--- src/rtl/trace_pkg.sv ---
// ================================================
// trace sniffer shared definitions
// widths, capture record layout and register map
// ================================================
`default_nettype none

package trace_pkg;

   parameter int TRACE_NIBBLE_W = 4;
   parameter int BYTE_W         = 8;
   parameter int WINDOW_BYTES   = 8;   // 64-bit history window
   parameter int TIME_W         = 16;
   parameter int CFG_ADDR_W     = 6;
   parameter int CFG_DATA_W     = 32;

   typedef enum logic [1:0] {
      KIND_RAW   = 2'd0,   // raw trace byte
      KIND_MATCH = 2'd1    // rule match bitmap
   } record_kind_t;

   typedef struct packed {
      record_kind_t        kind;
      logic [BYTE_W-1:0]   data;
      logic [TIME_W-1:0]   timestamp;
   } capture_record_t;

   // register map, rule n lives at REG_RULE_BASE + 4n
   parameter logic [CFG_ADDR_W-1:0] REG_CONTROL     = 6'd0;
   parameter logic [CFG_ADDR_W-1:0] REG_RULE_ENABLE = 6'd1;
   parameter logic [CFG_ADDR_W-1:0] REG_TRIG_DELAY  = 6'd2;
   parameter logic [CFG_ADDR_W-1:0] REG_TRIG_WIDTH  = 6'd3;
   parameter logic [CFG_ADDR_W-1:0] REG_RULE_BASE   = 6'd8;

endpackage

`default_nettype wire

--- src/rtl/trace_cfg_if.sv ---
// ================================================
// match rule settings, registers to matcher
// ================================================
`timescale 1ns/1ps
`default_nettype none

interface trace_cfg_if #(
   parameter int MATCH_RULES = 4
);
   localparam int WIN_W = trace_pkg::WINDOW_BYTES * trace_pkg::BYTE_W;

   logic [WIN_W-1:0]       pattern [MATCH_RULES];
   logic [WIN_W-1:0]       mask    [MATCH_RULES];
   logic [MATCH_RULES-1:0] rule_enable;
   logic [MATCH_RULES-1:0] trig_enable;   // rule may fire the trigger

   modport regs    (output pattern, mask, rule_enable, trig_enable);
   modport matcher (input  pattern, mask, rule_enable, trig_enable);

endinterface

`default_nettype wire

--- src/rtl/trace_regs.sv ---
// ================================================
// write-only configuration registers
// control bits, trigger timing and match rules
// ================================================
`timescale 1ns/1ps
`default_nettype none

module trace_regs #(
   parameter int MATCH_RULES = 4
) (
   input  logic                             trace_clk,
   input  logic                             reset,
   input  logic                             cfg_write,
   input  logic [trace_pkg::CFG_ADDR_W-1:0] cfg_addr,
   input  logic [trace_pkg::CFG_DATA_W-1:0] cfg_data,
   trace_cfg_if.regs                        cfg,
   output logic                             arm,
   output logic                             capture_raw,
   output logic [trace_pkg::CFG_DATA_W-1:0] trig_delay,
   output logic [trace_pkg::CFG_DATA_W-1:0] trig_width
);
   localparam int AW = trace_pkg::CFG_ADDR_W;
   localparam int DW = trace_pkg::CFG_DATA_W;

   logic [AW-1:0] rule_off;   // offset into the rule block
   logic          rule_sel;

   assign rule_off = cfg_addr - trace_pkg::REG_RULE_BASE;
   assign rule_sel = cfg_write && (cfg_addr >= trace_pkg::REG_RULE_BASE);

   always_ff @(posedge trace_clk) begin
      if (reset) begin
         arm             <= 1'b0;
         capture_raw     <= 1'b0;
         trig_delay      <= '0;
         trig_width      <= '0;
         cfg.rule_enable <= '0;
         cfg.trig_enable <= '0;
      end else if (cfg_write) begin
         case (cfg_addr)
            trace_pkg::REG_CONTROL: begin
               arm         <= cfg_data[0];
               capture_raw <= cfg_data[1];
            end
            trace_pkg::REG_RULE_ENABLE: begin
               cfg.rule_enable <= cfg_data[MATCH_RULES-1:0];
               cfg.trig_enable <= cfg_data[8 +: MATCH_RULES];
            end
            trace_pkg::REG_TRIG_DELAY: trig_delay <= cfg_data;
            trace_pkg::REG_TRIG_WIDTH: trig_width <= cfg_data;
            default: ;   // rule words handled below
         endcase
      end
   end

   // pattern and mask words, rules past MATCH_RULES fall through
   always_ff @(posedge trace_clk) begin
      for (int n = 0; n < MATCH_RULES; n++) begin
         if (rule_sel && int'(rule_off[AW-1:2]) == n) begin
            case (rule_off[1:0])
               2'd0: cfg.pattern[n][DW-1:0]    <= cfg_data;
               2'd1: cfg.pattern[n][2*DW-1:DW] <= cfg_data;
               2'd2: cfg.mask[n][DW-1:0]       <= cfg_data;
               2'd3: cfg.mask[n][2*DW-1:DW]    <= cfg_data;
               default: ;
            endcase
         end
      end
   end

endmodule

`default_nettype wire

--- src/rtl/trace_frontend.sv ---
// ================================================
// trace port front end
// nibble assembly, timestamp and raw byte records
// ================================================
`timescale 1ns/1ps
`default_nettype none

module trace_frontend (
   input  logic                                 trace_clk,
   input  logic                                 reset,
   input  logic [trace_pkg::TRACE_NIBBLE_W-1:0] trace_data,
   input  logic                                 arm,
   input  logic                                 capture_raw,
   output logic                                 byte_valid,
   output logic [trace_pkg::BYTE_W-1:0]         byte_data,
   output logic [trace_pkg::TIME_W-1:0]         timestamp,
   output logic                                 req,
   output trace_pkg::capture_record_t           record,
   input  logic                                 grant
);
   logic                                 high_phase;   // next nibble is the upper half
   logic [trace_pkg::TRACE_NIBBLE_W-1:0] low_nibble;
   logic                                 arm_q;
   logic                                 raw_new;
   logic                                 load;

   always_ff @(posedge trace_clk) begin
      if (reset) begin
         high_phase <= 1'b0;
         byte_valid <= 1'b0;
      end else begin
         high_phase <= !high_phase;
         byte_valid <= high_phase;
      end
   end

   always_ff @(posedge trace_clk) begin
      if (!high_phase)
         low_nibble <= trace_data;
      else
         byte_data <= {trace_data, low_nibble};
   end

   // restarts at arm, then saturates
   always_ff @(posedge trace_clk) begin
      if (reset) begin
         arm_q     <= 1'b0;
         timestamp <= '0;
      end else begin
         arm_q <= arm;
         if (arm && !arm_q)
            timestamp <= '0;
         else if (timestamp != '1)
            timestamp <= timestamp + 1'b1;
      end
   end

   assign raw_new = byte_valid && arm && capture_raw;
   assign load    = raw_new && (!req || grant);   // a held record blocks new ones

   always_ff @(posedge trace_clk) begin
      if (reset)
         req <= 1'b0;
      else if (load)
         req <= 1'b1;
      else if (grant)
         req <= 1'b0;
   end

   always_ff @(posedge trace_clk) begin
      if (load)
         record <= '{kind: trace_pkg::KIND_RAW, data: byte_data, timestamp: timestamp};
   end

endmodule

`default_nettype wire

--- src/rtl/pattern_matcher.sv ---
// ================================================
// history window and masked rule compare
// issues match records and the trigger request
// ================================================
`timescale 1ns/1ps
`default_nettype none

module pattern_matcher #(
   parameter int MATCH_RULES = 4
) (
   input  logic                         trace_clk,
   input  logic                         reset,
   trace_cfg_if.matcher                 cfg,
   input  logic                         arm,
   input  logic                         byte_valid,
   input  logic [trace_pkg::BYTE_W-1:0] byte_data,
   input  logic [trace_pkg::TIME_W-1:0] timestamp,
   output logic                         req,
   output trace_pkg::capture_record_t   record,
   input  logic                         grant,
   output logic                         match_fire,
   output logic                         trig_hit
);
   localparam int BW    = trace_pkg::BYTE_W;
   localparam int WIN_W = trace_pkg::WINDOW_BYTES * BW;

   logic [WIN_W-1:0]       window;   // newest byte in 7:0
   logic                   eval;     // window just took a byte
   logic [MATCH_RULES-1:0] hits;
   logic                   fire;
   logic                   load;

   always_ff @(posedge trace_clk) begin
      if (reset) begin
         window <= '0;
         eval   <= 1'b0;
      end else begin
         eval <= byte_valid;
         if (byte_valid)
            window <= {window[WIN_W-BW-1:0], byte_data};
      end
   end

   always_comb begin
      for (int r = 0; r < MATCH_RULES; r++) begin
         hits[r] = cfg.rule_enable[r] &&
                   ((window & cfg.mask[r]) == (cfg.pattern[r] & cfg.mask[r]));
      end
   end

   assign fire = eval && arm && (hits != '0);
   assign load = fire && (!req || grant);

   always_ff @(posedge trace_clk) begin
      if (reset) begin
         match_fire <= 1'b0;
         trig_hit   <= 1'b0;
      end else begin
         match_fire <= fire;
         trig_hit   <= fire && ((hits & cfg.trig_enable) != '0);
      end
   end

   // one pending match record
   always_ff @(posedge trace_clk) begin
      if (reset)
         req <= 1'b0;
      else if (load)
         req <= 1'b1;
      else if (grant)
         req <= 1'b0;
   end

   always_ff @(posedge trace_clk) begin
      if (load)
         record <= '{kind: trace_pkg::KIND_MATCH, data: BW'(hits), timestamp: timestamp};
   end

endmodule

`default_nettype wire

--- src/rtl/trigger_pulser.sv ---
// ================================================
// trigger pulse generator
// programmable delay then a fixed-width pulse
// ================================================
`timescale 1ns/1ps
`default_nettype none

module trigger_pulser (
   input  logic                             trace_clk,
   input  logic                             reset,
   input  logic                             match_fire,
   input  logic                             trig_hit,
   input  logic [trace_pkg::CFG_DATA_W-1:0] trig_delay,
   input  logic [trace_pkg::CFG_DATA_W-1:0] trig_width,
   output logic                             trig_out
);
   typedef enum logic [1:0] {IDLE, DELAY, PULSE} state_t;

   state_t                           state;
   logic [trace_pkg::CFG_DATA_W-1:0] cnt;
   logic [trace_pkg::CFG_DATA_W-1:0] high_run;   // cycles trig_out has been high

   always_ff @(posedge trace_clk) begin
      if (reset) begin
         state <= IDLE;
         cnt   <= '0;
      end else begin
         case (state)
            IDLE: if (match_fire && trig_hit && trig_width != '0) begin
               state <= (trig_delay == '0) ? PULSE : DELAY;
               cnt   <= (trig_delay == '0) ? trig_width - 1'b1 : trig_delay - 1'b1;
            end
            DELAY: if (cnt == '0) begin
               state <= PULSE;
               cnt   <= trig_width - 1'b1;
            end else
               cnt <= cnt - 1'b1;
            PULSE: if (cnt == '0)
               state <= IDLE;
            else
               cnt <= cnt - 1'b1;
            default: state <= IDLE;
         endcase
      end
   end

   assign trig_out = (state == PULSE);

   always_ff @(posedge trace_clk) begin
      if (reset)
         high_run <= '0;
      else
         high_run <= trig_out ? high_run + 1'b1 : '0;
   end

   a_pulse_width: assert property (@(posedge trace_clk) disable iff (reset)
      trig_out |-> high_run < trig_width);

endmodule

`default_nettype wire

--- src/rtl/capture_arbiter.sv ---
// ================================================
// round-robin arbiter for the capture FIFO port
// pushes only while write credits remain
// ================================================
`timescale 1ns/1ps
`default_nettype none

module capture_arbiter #(
   parameter type record_t   = logic,
   parameter int  FIFO_DEPTH = 16
) (
   input  logic    trace_clk,
   input  logic    reset,
   input  logic    req_a,
   input  record_t record_a,
   input  logic    req_b,
   input  record_t record_b,
   input  logic    credit_return,
   output logic    grant_a,
   output logic    grant_b,
   output logic    push,
   output record_t push_record
);
   localparam int CW = $clog2(FIFO_DEPTH + 1);

   logic [CW-1:0] credit;
   logic          last_a;   // a took the previous grant

   assign grant_a     = (credit != '0) && req_a && (!req_b || !last_a);
   assign grant_b     = (credit != '0) && req_b && !grant_a;
   assign push        = grant_a || grant_b;
   assign push_record = grant_a ? record_a : record_b;

   always_ff @(posedge trace_clk) begin
      if (reset) begin
         credit <= CW'(FIFO_DEPTH);
         last_a <= 1'b0;
      end else begin
         credit <= credit - CW'(push) + CW'(credit_return);
         if (push)
            last_a <= grant_a;
      end
   end

   a_no_push_broke: assert property (@(posedge trace_clk) disable iff (reset)
      credit == '0 |-> !push);

   // FIFO must return no more credits than were spent
   a_credit_bound: assert property (@(posedge trace_clk) disable iff (reset)
      credit <= CW'(FIFO_DEPTH));

endmodule

`default_nettype wire

--- src/rtl/capture_fifo.sv ---
// ================================================
// show-ahead capture record FIFO
// ================================================
`timescale 1ns/1ps
`default_nettype none

module capture_fifo #(
   parameter type record_t   = logic,
   parameter int  FIFO_DEPTH = 16
) (
   input  logic    trace_clk,
   input  logic    reset,
   input  logic    push,
   input  record_t push_record,
   input  logic    rd_en,
   output logic    rd_valid,
   output record_t rd_record,
   output logic    credit_return
);
   localparam int AW = $clog2(FIFO_DEPTH);
   localparam int CW = $clog2(FIFO_DEPTH + 1);

   record_t       mem [FIFO_DEPTH];
   logic [AW-1:0] wr_ptr;
   logic [AW-1:0] rd_ptr;
   logic [CW-1:0] count;
   logic          pop;

   function automatic logic [AW-1:0] next_ptr(input logic [AW-1:0] p);
      return (p == AW'(FIFO_DEPTH - 1)) ? '0 : p + 1'b1;
   endfunction

   assign rd_valid      = (count != '0);
   assign rd_record     = mem[rd_ptr];   // head always on the output
   assign pop           = rd_en && rd_valid;
   assign credit_return = pop;

   always_ff @(posedge trace_clk) begin
      if (push)
         mem[wr_ptr] <= push_record;
   end

   always_ff @(posedge trace_clk) begin
      if (reset) begin
         wr_ptr <= '0;
         rd_ptr <= '0;
         count  <= '0;
      end else begin
         if (push)
            wr_ptr <= next_ptr(wr_ptr);
         if (pop)
            rd_ptr <= next_ptr(rd_ptr);
         count <= count + CW'(push) - CW'(pop);
      end
   end

   // the arbiter's credits keep this from overflowing
   a_no_overflow: assert property (@(posedge trace_clk) disable iff (reset)
      push |-> count < CW'(FIFO_DEPTH));

endmodule

`default_nettype wire

--- src/rtl/trace_top.sv ---
// ================================================
// parallel trace sniffer top level
// ================================================
`timescale 1ns/1ps
`default_nettype none

module trace_top #(
   parameter int MATCH_RULES = 4,
   parameter int FIFO_DEPTH  = 16
) (
   input  logic                                 trace_clk,
   input  logic                                 reset,
   input  logic [trace_pkg::TRACE_NIBBLE_W-1:0] trace_data,
   input  logic                                 cfg_write,
   input  logic [trace_pkg::CFG_ADDR_W-1:0]     cfg_addr,
   input  logic [trace_pkg::CFG_DATA_W-1:0]     cfg_data,
   input  logic                                 rd_en,
   output logic                                 rd_valid,
   output logic [1:0]                           rd_kind,
   output logic [trace_pkg::BYTE_W-1:0]         rd_data,
   output logic [trace_pkg::TIME_W-1:0]         rd_time,
   output logic                                 trig_out,
   output logic                                 capturing
);
   logic                             arm;
   logic                             capture_raw;
   logic [trace_pkg::CFG_DATA_W-1:0] trig_delay;
   logic [trace_pkg::CFG_DATA_W-1:0] trig_width;
   logic                             byte_valid;
   logic [trace_pkg::BYTE_W-1:0]     byte_data;
   logic [trace_pkg::TIME_W-1:0]     timestamp;
   logic                             fe_req, fe_grant;
   logic                             pm_req, pm_grant;
   trace_pkg::capture_record_t       fe_record, pm_record;
   trace_pkg::capture_record_t       push_record, rd_record;
   logic                             push, credit_return;
   logic                             match_fire, trig_hit;

   trace_cfg_if #(.MATCH_RULES(MATCH_RULES)) cfg_bus ();

   trace_regs #(.MATCH_RULES(MATCH_RULES)) U_regs (
      .trace_clk   (trace_clk),
      .reset       (reset),
      .cfg_write   (cfg_write),
      .cfg_addr    (cfg_addr),
      .cfg_data    (cfg_data),
      .cfg         (cfg_bus.regs),
      .arm         (arm),
      .capture_raw (capture_raw),
      .trig_delay  (trig_delay),
      .trig_width  (trig_width)
   );

   trace_frontend U_frontend (
      .trace_clk   (trace_clk),
      .reset       (reset),
      .trace_data  (trace_data),
      .arm         (arm),
      .capture_raw (capture_raw),
      .byte_valid  (byte_valid),
      .byte_data   (byte_data),
      .timestamp   (timestamp),
      .req         (fe_req),
      .record      (fe_record),
      .grant       (fe_grant)
   );

   pattern_matcher #(.MATCH_RULES(MATCH_RULES)) U_matcher (
      .trace_clk   (trace_clk),
      .reset       (reset),
      .cfg         (cfg_bus.matcher),
      .arm         (arm),
      .byte_valid  (byte_valid),
      .byte_data   (byte_data),
      .timestamp   (timestamp),
      .req         (pm_req),
      .record      (pm_record),
      .grant       (pm_grant),
      .match_fire  (match_fire),
      .trig_hit    (trig_hit)
   );

   trigger_pulser U_pulser (
      .trace_clk   (trace_clk),
      .reset       (reset),
      .match_fire  (match_fire),
      .trig_hit    (trig_hit),
      .trig_delay  (trig_delay),
      .trig_width  (trig_width),
      .trig_out    (trig_out)
   );

   capture_arbiter #(
      .record_t    (trace_pkg::capture_record_t),
      .FIFO_DEPTH  (FIFO_DEPTH)
   ) U_arbiter (
      .trace_clk     (trace_clk),
      .reset         (reset),
      .req_a         (fe_req),
      .record_a      (fe_record),
      .req_b         (pm_req),
      .record_b      (pm_record),
      .credit_return (credit_return),
      .grant_a       (fe_grant),
      .grant_b       (pm_grant),
      .push          (push),
      .push_record   (push_record)
   );

   capture_fifo #(
      .record_t    (trace_pkg::capture_record_t),
      .FIFO_DEPTH  (FIFO_DEPTH)
   ) U_fifo (
      .trace_clk     (trace_clk),
      .reset         (reset),
      .push          (push),
      .push_record   (push_record),
      .rd_en         (rd_en),
      .rd_valid      (rd_valid),
      .rd_record     (rd_record),
      .credit_return (credit_return)
   );

   assign rd_kind   = rd_record.kind;
   assign rd_data   = rd_record.data;
   assign rd_time   = rd_record.timestamp;
   assign capturing = arm;

endmodule

`default_nettype wire

--- config.mk ---
export PLATFORM = sky130hd
export DESIGN_NAME = trace_top
export DESIGN_NICKNAME = d
export VERILOG_FILES = /design/src/rtl/trace_pkg.sv /design/src/rtl/trace_cfg_if.sv /design/src/rtl/trace_regs.sv /design/src/rtl/trace_frontend.sv /design/src/rtl/pattern_matcher.sv /design/src/rtl/trigger_pulser.sv /design/src/rtl/capture_arbiter.sv /design/src/rtl/capture_fifo.sv /design/src/rtl/trace_top.sv
export SDC_FILE = /design/constraint.sdc
export NUM_CORES = 1
export LEC_CHECK = 0
export BUFFER_PORTS_ARGS = -buffer_cell sky130_fd_sc_hd__buf_2
export CAP_MARGIN = 10
export CELL_PAD_IN_SITES_DETAIL_PLACEMENT = 0
export CELL_PAD_IN_SITES_GLOBAL_PLACEMENT = 2
export CORE_MARGIN = 5
export CORE_UTILIZATION = 47
export DETAILED_ROUTE_END_ITERATION = 7
export PLACE_DENSITY = 0.81
export SLEW_MARGIN = 20
export SYNTH_ARGS = -nofsm -noshare
export SYNTH_HDL_FRONTEND = slang
export SYNTH_SLANG_ARGS = --single-unit
--- constraint.sdc ---
create_clock -name trace_clk -period 4.45 [get_ports trace_clk]
set_input_delay 0.6675 -clock trace_clk [delete_from_list [all_inputs] [get_ports trace_clk]]
set_output_delay 0.6675 -clock trace_clk [all_outputs]
set_load 0.005 [all_outputs]
# --- Yosys cells after proc, flatten, opt, wreduce, memory -nomap -nowiden ---
# Memory sizes are Yosys's and may differ from the RTL's. A register that Yosys moved wholly into a read port is not among the register bits.
# Cells that the tools add are included.
word_totals:
  reg_bits: 783
  wordCells: 181
  inputBits: 46
  ram_bits: 400
  out_inout_bits: 29
  memories: 1
mem_list:
  columns: ["name", "words", "width", "read_ports", "rd_ports_with_merged_regs", "write_ports", "line_no", "source"]
  rows:
  - ["U_fifo.mem", 16, 25, 1, 1, 1, "capture_fifo.sv:23", "record_t mem [FIFO_DEPTH];"]
op_classes:
  n_bitwise: 9
  magnitude_cmp: 1
  muxes: 21
  add_sub_neg: 11
  n_reduce_logical: 71
  eq_ne: 22
ops:
  columns: ["cell", "n"]
  rows:
  - ["bitwise AND 64 bit", 8]
  - ["equality test 64 bit", 4]
  - ["2-to-1 mux 32 bit", 4]
  - ["one-hot mux 32 bit (3 select lines)", 1]
  - ["subtractor 32 x 1 -> 32 bit (second input constant)", 3]
  - ["logical NOT 32 bit", 2]
  - ["AND reduction 2 bit", 20]
  - ["nonzero test 32 bit", 1]
  - ["2-to-1 mux 25 bit", 1]
  - ["logical AND 1 bit", 24]
  - ["adder 16 x 1 -> 16 bit (second input constant)", 1]
  - ["2-to-1 mux 4 bit", 4]
  - ["inequality test 16 bit (second input constant)", 1]
  - ["equality test 6 x 2 -> 1 bit (second input constant)", 2]
  - ["adder 5 x 1 -> 5 bit", 2]
  - ["nonzero test 5 bit", 2]
  - ["subtractor 5 x 1 -> 5 bit", 2]
  - ["adder 4 x 1 -> 4 bit (second input constant)", 2]
  - ["equality test 4 x 3 -> 1 bit (second input constant)", 2]
  - ["equality test 4 bit (second input constant)", 2]
  - ["2-to-1 mux 2 bit", 4]
  - ["nonzero test 4 bit", 2]
  - ["equality test 2 bit (second input constant)", 3]
  - ["equality test 6 x 1 -> 1 bit (second input constant)", 1]
  - ["18 further kinds", 37]

# --- Longest topological paths before layout ---
# Gate-level depths: netlist of run 1.
depth:
  ltp_word: 8
  mapped_depth: 16
  ltp_nobuf: 15

# --- Hierarchy ---
# From an unflattened synthesis of run 1, not the netlist that was laid out.
hier_totals:
  hier_cells: 3094
  hier_area_um2: 49152.1
by_module_without_submodules:
  columns: ["mod", "area_each_um2", "instances", "cells_per_inst"]
  rows:
  - ["trace_regs", 18637.9, 1, 828]
  - ["capture_fifo", 16681.0, 1, 744]
  - ["pattern_matcher", 6912.9, 1, 748]
  - ["trigger_pulser", 4040.1, 1, 553]
  - ["trace_frontend", 2052.0, 1, 146]
  - ["capture_arbiter", 828.3, 1, 75]

# --- Worst setup path after synthesis of run 1 ---
# Ideal clock, no wire load.
synth_timing:
  path_kind: "input to register"
  start: "input port cfg_addr[3] in the netlist's numbering"
  end: "register U_regs.cfg.pattern[192] (enable)"
  path_stages: 6
  n_path_buf: 0
  required_ns: 3.989
  t_arrival_ns: 3.675
  slack_ns: 0.314
  setup_time_ns: 0.461
  cell_sequence: "inv_1 -> ha_1 -> nand2_1 -> nor2b_1 -> or3_1 -> nor3_1"
synth_between:
  elab_chain_cells: 4
synth_rtl:
  columns: ["item", "line_no", "source"]
  rows:
  - ["start, declared", "trace_top.sv:15", "input logic [trace_pkg::CFG_ADDR_W-1:0] cfg_addr,"]
  - ["subtractor 6 x 4 -> 6 bit or >= comparator 6 x 4 -> 1 bit (tied branches)", "trace_regs.sv:28, trace_regs.sv:29", null]
  - ["logical NOT 4 bit or logical AND 1 bit (tied branches)", "trace_regs.sv:59, trace_regs.sv:29", null]
  - ["logical AND 1 bit *", "trace_regs.sv:59", "if (rule_sel && int'(rule_off[AW-1:2]) == n) begin"]
  - ["AND reduction 2 bit (no source line) *", null, null]
  - ["end signal, assigned by index", "trace_regs.sv:61", "2'd0: cfg.pattern[n][DW-1:0] <= cfg_data;"]
  - ["end signal, assigned by index", "trace_regs.sv:62", "2'd1: cfg.pattern[n][2*DW-1:DW] <= cfg_data;"]
  - ["end, declared", "trace_cfg_if.sv:17", "modport regs (output pattern, mask, rule_enable, trig_enable);"]
# Mark *: on every way between the ends. The rest lies on a longest branch, timed or not.
# A chain may end at the register's enable or synchronous reset.

==> results of run 1 <==
-- flip-flops by register name, summed over array words and instances, names as in the netlist, 2 cells and up, named ones only --
name,count
U_frontend.record,24
U_matcher.window,64
U_frontend.byte_data,8
U_pulser.state,2
U_fifo.mem,400
U_regs.trig_width,32
U_arbiter.credit,5
U_regs.trig_delay,32
U_fifo.rd_ptr,4
U_matcher.record,20
U_pulser.cnt,32
U_fifo.count,5
U_fifo.wr_ptr,4
U_regs.cfg.rule_enable,4
U_regs.cfg.mask,256
U_frontend.low_nibble,4
U_regs.cfg.pattern,256
U_frontend.timestamp,16
U_regs.cfg.trig_enable,4
-- path summary, 6_finish.rpt --
check | start | to | slack (ps) | depth (start not counted)
setup / recovery | register | rd_data[0] | 730 | 4
hold / removal | trace_data[3] | U_frontend.low_nibble[3] | 150 | 1
setup reg to reg | U_regs.trig_width[2] | U_pulser.cnt[14] | 1080 | 7
hold reg to reg | U_frontend.low_nibble[1] | U_frontend.byte_data[1] | 430 | 0
-- placed cells by master, fill, tap and decap left out, types with 8 or more instances in the layout --
cell       count
nand2_1      193
xnor2_1       53
clkbuf_1      18
o22ai_1       24
nand3b_1       8
nor3_1        42
clkbuf_8       8
nor2_4        24
a21oi_1       99
clkinv_1      20
or4_1         15
ha_1          27
nor4_1        34
xor2_1       294
o21ai_0       29
clkbuf_16    118
a211oi_1      14
nor2_1       172
nand4_1       47
nand3_1       20
nor3_2        10
buf_2         72
bufinv_16     18
mux2i_1       83
mux2_2        21
and3_1         9
or3_1         22
dfxtp_1      215
mux4_2       125
a22oi_1      116
clkinv_2      26
inv_1         51
nor2b_1       10
nand2b_1      11
buf_4         56
edfxtp_1     968
-- cell type report --
cell class,instances,area [sq um],share of cell area
well taps,1298,1620,0.0304
multi-input cells,1611,13100,0.244
inverters,51,191,0.00359
clock buffers,144,3130,0.0586
flip-flops and latches,1187,33500,0.627
clock inverters,80,931,0.0174
diodes,3,7.51,0.000141
repair buffers,138,982,0.0184
-- cells by family (layout without fill, tap and decap cells) --
kind of cell	count (synthesis)	after routing	synth area share
flops	1187	1187	0.710
simple gates	655	655	0.0665
compound gates	348	348	0.0495
xor+xnor	347	347	0.0645
mux	231	231	0.0828
buf+inv	225	413	0.0192
fa+ha+maj	29	29	0.00801
other cells	1	4	0.0000795
-- metal layers --
metal	GRT usage	up-vias
met4	0.0663	2
met5	0	-
met2	0.360	854
met3	0.0388	176
met1	0.293	13300
li1	-	11600
-- stage by stage --
step,worst slack (ps),util,cell area (sq um)
4_1_cts,617,0.533,53300
3_5_place_dp,1120,0.493,49200
2_1_floorplan,314,-,47100
6_report,734,0.535,53400
5_1_grt,512,0.535,53400
3_3_place_gp,1220,0.493,49200
-- power by group --
part | internal (W) | switching (W) | total (W)
registers | 0.0121 | 0.000240 | 0.0124
clock network | 0.00606 | 0.00423 | 0.0103
logic | 0.00155 | 0.00207 | 0.00363
total | 0.0197 | 0.00654 | 0.0263
==> metrics.md, run 1 <==
| Metric | Value |
|---|---|
| Status | completed |
| Post-synth top cells | edfxtp_1, xor2_1, dfxtp_1 |
| Type of the worst setup path | register to primary output |
| Nets@finish | 3181 |
| Syn nets | 3098 |
| Final ANT Viol Nets | 0 |
| Routed WL | 116000 microns |
| Post-CTS setup buffers | 0 |
| Final Wtd Congestion | 0.865 |
| Clk Latency, worst-skew pair | 730 ps |
| Fmax | 269 MHz |
| I/O pin cnt | 75 |
| Vias/cell | 5.76 |
| Vias in the first global route | 26500 |
| CTS clk-pin slew, worst paths | 60 ps |
| Initial core utilization | 0.472 |
| Top cell type's share of synthesized area | 0.617 |
| Total number of vias | 26000 |
| HPWL Detailed | 72800 microns |
| Post-placement cell count | 4280 |
| Ratio of final minimum period to clock period | 0.835 |
| RSZ-0062 raised after global routing | false |
| Netlist Area Pre-Place | 0.0471 sq mm |
| Yosys cell types | 70 |
| TritonCTS clock tree | done |
| Total CTS buffers | 117 |
| Maximum clock path buffer count | 3 |
| # setup viols final | 0 |
| Final min period | 3720 ps |
| Critical Path, Cell by Cell | buf_12 -> mux4_2 -> mux4_2 -> buf_2 |
| Buf/Inv on CP | 2 |
| Ys async rst share | 0 |
| Pwr dens | 492 mW/mm^2 |
| Detailed Route Iter0 Violations | 2716 |
| Largest fanout on the critical path | 56 |
| # clock sinks | 1187 |
| Critical Path Max Stage Delay | 600 ps |
| Crit-path leading delay family | multiplexers |
| Hold Crit Class | input pin to register |
| CTS Hold Bufs | 0 |
| Met1 Wirelength | 48200 microns |
| Post-route DRC | 0 |
| Final Total Pwr | 0.0263 W |
| Pleak | 18.4 nW |
| Layout cell share with drive strength beyond 1 | 0.165 |
| GRT overflow | 0 |
| VDD IR-drop max | 0.000350 V |
| Die width | 327 microns |
| Final Non-Filler Cells | 4512 |
| Startpoint Class | register |
| Synth area leader | edfxtp_1 |
| Top layer in use | met5 |
| Top cells by area, synth | edfxtp_1, dfxtp_1, mux4_2, xor2_1, a22oi_1 |
| Mapped Cells | 3023 |
| Crit-path most repeated cell | mux4_2 |
| CP max-delay cell | dfxtp_4 |
| CTS H-tree lvls | 3 |
| Sequential fraction of the synthesis area | 0.710 |
| Largest net degree at the start of global routing | 101 |
| First-pass GRT wire length | 172000 microns |
| Avg Inst Size Synth | 15.6 sq um |
| Initial antenna violation count | 4 |
| Slew Limit Headroom | 0.242 |
| DRT Pass-1 Iters | 5 |
| CTS root buf | clkbuf_16 |
| GRT Total Usage | 0.216 |
| Crit. End Element | primary output |
| Count leader, synth | edfxtp_1 |
| YS warnings | 0 |
| Core box area | 0.0999 sq mm |
| Area grow syn2layout | 13.2% |
| Final hold slack | 154 ps |
| Worst-Margin Slew | 1130 ps |
| Slew Limit Fails | 0 |
| CP required | 3780 ps |
| Max Cap Violations | 0 |
| Worst clock skew | 37.7 ps |
| Fin. Hold Viols | 0 |
| Post-synth EDFFs | 968 |
| DIE HEIGHT | 327 microns |
| Routed wl met2 | 57000 microns |
| Met3 wire length | 7720 microns |
| Ys flop type | edfxtp_1 |
| Row cnt | 116 |
| Fill cells | 8002 |
| CTS resizes | 0 |
| Arrival @ worst endpoint | 3050 ps |
| PortBufs | 73 |
| Die ar. | 0.107 sq mm |
| Setup Total Neg Slack | 0 ps |
| Synthesized flop and latch total | 1187 |
| Routed WL per cell | 25.7 microns |
(Power assumes the default switching activity.)
==> run 2, diff against run 1 <==
--- a/config.mk
+++ b/config.mk
@@ -10,9 +10,9 @@
 export CELL_PAD_IN_SITES_DETAIL_PLACEMENT = 0
 export CELL_PAD_IN_SITES_GLOBAL_PLACEMENT = 2
 export CORE_MARGIN = 5
-export CORE_UTILIZATION = 47
+export CORE_UTILIZATION = 42
 export DETAILED_ROUTE_END_ITERATION = 7
-export PLACE_DENSITY = 0.81
+export PLACE_DENSITY = 0.77
 export SLEW_MARGIN = 20
 export SYNTH_ARGS = -nofsm -noshare
 export SYNTH_HDL_FRONTEND = slang
==> constraint.sdc (replaced) <==
create_clock -name trace_clk -period 3.3 [get_ports trace_clk]
set_input_delay 0.495 -clock trace_clk [delete_from_list [all_inputs] [get_ports trace_clk]]
set_output_delay 0.495 -clock trace_clk [all_outputs]
set_load 0.005 [all_outputs]
==> run 2 against run 1 <==
  * Routed wire length grew 2.2%
  * Clock-buffer cell count grew 5
  * Die area grew 12%
  * Combinational power grew 44%
  * Sequential power grew 34%
  * Sequential share of layout area shrank 0.68 points
  * Clock skew grew 13 ps
  * Cell count grew 5.7%
  * Highest routed layer unchanged
  * Hold slack lost 100 ps
==> metrics.md, run 2 (synthesis results as in run 1) <==
| Metric | Value |
|---|---|
| PortBufs | 73 |
| Routed WL | 119000 microns |
| Total CTS buffers | 117 |
| Pwr dens | 647 mW/mm^2 |
| Largest register FFs | 400 |
| Final Wtd Congestion | 0.853 |
| Largest fanout on the critical path | 30 |
| Biggest regs | U_fifo.mem: 400 flops, U_regs.cfg.mask: 256 flops, U_regs.cfg.pattern: 256 flops |
| Nets@finish | 3245 |
| Die ar. | 0.119 sq mm |
| Reg2reg path depth | 12 |
| Vias/cell | 5.51 |
| Final Total Pwr | 0.0349 W |
| Core box area | 0.112 sq mm |
| Fill cells | 9566 |
| Top layer in use | met5 |
| Total number of vias | 26300 |
| Type of the worst setup path | register to primary output |
| DRT Pass-1 Iters | 5 |
| Detailed Route Iter0 Violations | 2469 |
| CP required | 2800 ps |
| Maximum clock path buffer count | 3 |
| Pleak | 18.6 nW |
| Ratio of final minimum period to clock period | 0.967 |
| CP max-delay cell | mux4_2 |
| Clk Latency, worst-skew pair | 720 ps |
| Critical Path, Cell by Cell | buf_12 -> mux4_2 -> mux4_2 -> buf_2 |
| Reg2reg start | U_fifo.count[2] |
| Startpoint Class | register |
| Crit-path most repeated cell | mux4_2 |
| Fmax | 313 MHz |
| Commonest non-fill, non-tap cells in the layout | edfxtp_1, xor2_1, dfxtp_1, nand2_1, nor2_1 |
| ANT cells | 0 |
| Status | completed |
| RSZ-0062 raised after global routing | true |
| Final setup margin | 108 ps |
| DIE HEIGHT | 345 microns |
| Hold Path End | U_frontend.byte_data[4] |
| Placed cell areas | 0.0501 sq mm |
| TritonCTS clock tree | done |
| Fin. Hold Viols | 0 |
| Final ANT Viol Nets | 0 |
| Met1 Wirelength | 50200 microns |
| HPWL Detailed | 74700 microns |
| I/O pin cnt | 75 |
| Final min period | 3190 ps |
| First-pass GRT wire length | 176000 microns |
| Setup Total Neg Slack | 0 ps |
| Worst Hold Depth | 1 |
| Slew Limit Headroom | 0.259 |
| Row cnt | 123 |
| R2R setup slack | 180 ps |
| GRT Total Usage | 0.196 |
| # clock sinks | 1187 |
| Most common cell after layout, fill and taps aside | edfxtp_1 |
| Crit-path leading delay family | multiplexers |
| HP Start | trace_data[0] |
| Met3 wire length | 7570 microns |
| Largest net degree at the start of global routing | 93 |
| Area grow syn2layout | 14.5% |
| Initial antenna violation count | 5 |
| Crit. End Element | primary output |
| Routed WL per cell | 24.9 microns |
| Die width | 345 microns |
| Routed wl met2 | 58200 microns |
| Pre-CTS setup slack | 168 ps |
| Vias in the first global route | 26600 |
| Post-route DRC | 0 |
| Final Non-Filler Cells | 4771 |
| Layout cell share with drive strength beyond 1 | 0.178 |
| VDD IR-drop max | 0.000555 V |
| Final instance area | 0.0540 sq mm |
| Arrival @ worst endpoint | 2700 ps |
| CTS H-tree lvls | 3 |
| CTS clk-pin slew, worst paths | 60 ps |
| GRT overflow | 0 |
| Critical Path Max Stage Delay | 540 ps |
| Hold Crit Class | input pin to register |
| Worst-Margin Slew | 1110 ps |
| Max Cap Violations | 0 |
| Worst clock skew | 51.1 ps |
| Initial core utilization | 0.421 |
| Largest register by flop count | U_fifo.mem |
| Slew Limit Fails | 0 |
| R2R Path End | U_fifo.count[4] |
| CTS root buf | clkbuf_16 |
| Buf/Inv on CP | 2 |
| # setup viols final | 0 |
| Post-placement cell count | 4545 |
run 2: cell count changes in the layout (fill, tap and decap cells not counted), sizes merged:
| cell | before | now |
|---|---|---|
| buf | 138 | 200 |
| bufinv | 18 | 9 |
| clkinvlp | 2 | 9 |
| clkbuf | 144 | 149 |
| clkinv | 53 | 48 |
| diode | 3 | 0 |
| dlygate4sd3 | 0 | 2 |
| inv | 58 | 56 |
run 2: worst reg2reg max path: stages, from the launching register on:
cell and delay [ps]:
dfxtp_1 310, inv_1 80, ha_1 150, or4b_2 600
and2_4 200, ha_1 270, inv_1 40, ha_1 210
fa_1 440, a21oi_1 180, nor2_1 60, or3_1 350
a21oi_1 160
run 2: layer usage:
metal | vias to the layer above | track usage
met5 | - | 0
met4 | 4 | 0.0471
met3 | 166 | 0.0302
met2 | 825 | 0.330
met1 | 13500 | 0.271
li1 | 11800 | -
run 2: worst max-delay path by stage:
| stage | start | endpoint | slack (ps) | cells past startpoint |
|---|---|---|---|---|
| CTS | register | rd_time[9] | 30 | 4 |
| finish | register | rd_time[9] | 110 | 4 |
| global placement | U_regs.trig_width[18] | U_pulser.cnt[28] | 200 | 9 |
| detailed placement | U_fifo.count[3] | U_fifo.count[4] | 170 | 12 |
| floorplan | U_arbiter.credit[2] | U_fifo.mem[1][0] | -180 | 7 |
| global route | register | rd_data[3] | -10 | 4 |
run 2: cell type report:
class / count / area [sq um] / area share
clock buffers: 149 / 3120 / 0.0578
clock inverters: 71 / 673 / 0.0125
inverters: 51 / 191 / 0.00355
multi-input cells: 1611 / 13000 / 0.242
flip-flops and latches: 1187 / 33500 / 0.620
well taps: 1500 / 1880 / 0.0348
repair buffers: 202 / 1600 / 0.0297
run 2: repair_timing:
item	in CTS	in global routing
resized for setup	0	4
buffers inserted	2	0
endpoints found under the setup margin	22	3
endpoints found under the hold margin	4	0
hold buffers	2	0
run 2: stage by stage:
step	utilization	hold WS (ps)
floorplan	-	400
global placement	0.447	408
detailed placement	0.447	416
CTS	0.481	20.6
global route	0.482	26.5
finish	0.482	52.5
run 2: report_power, final:
| part | switching (W) | internal (W) |
|---|---|---|
| clock network | 0.00563 | 0.00741 |
| registers | 0.000286 | 0.0163 |
| logic | 0.00298 | 0.00226 |
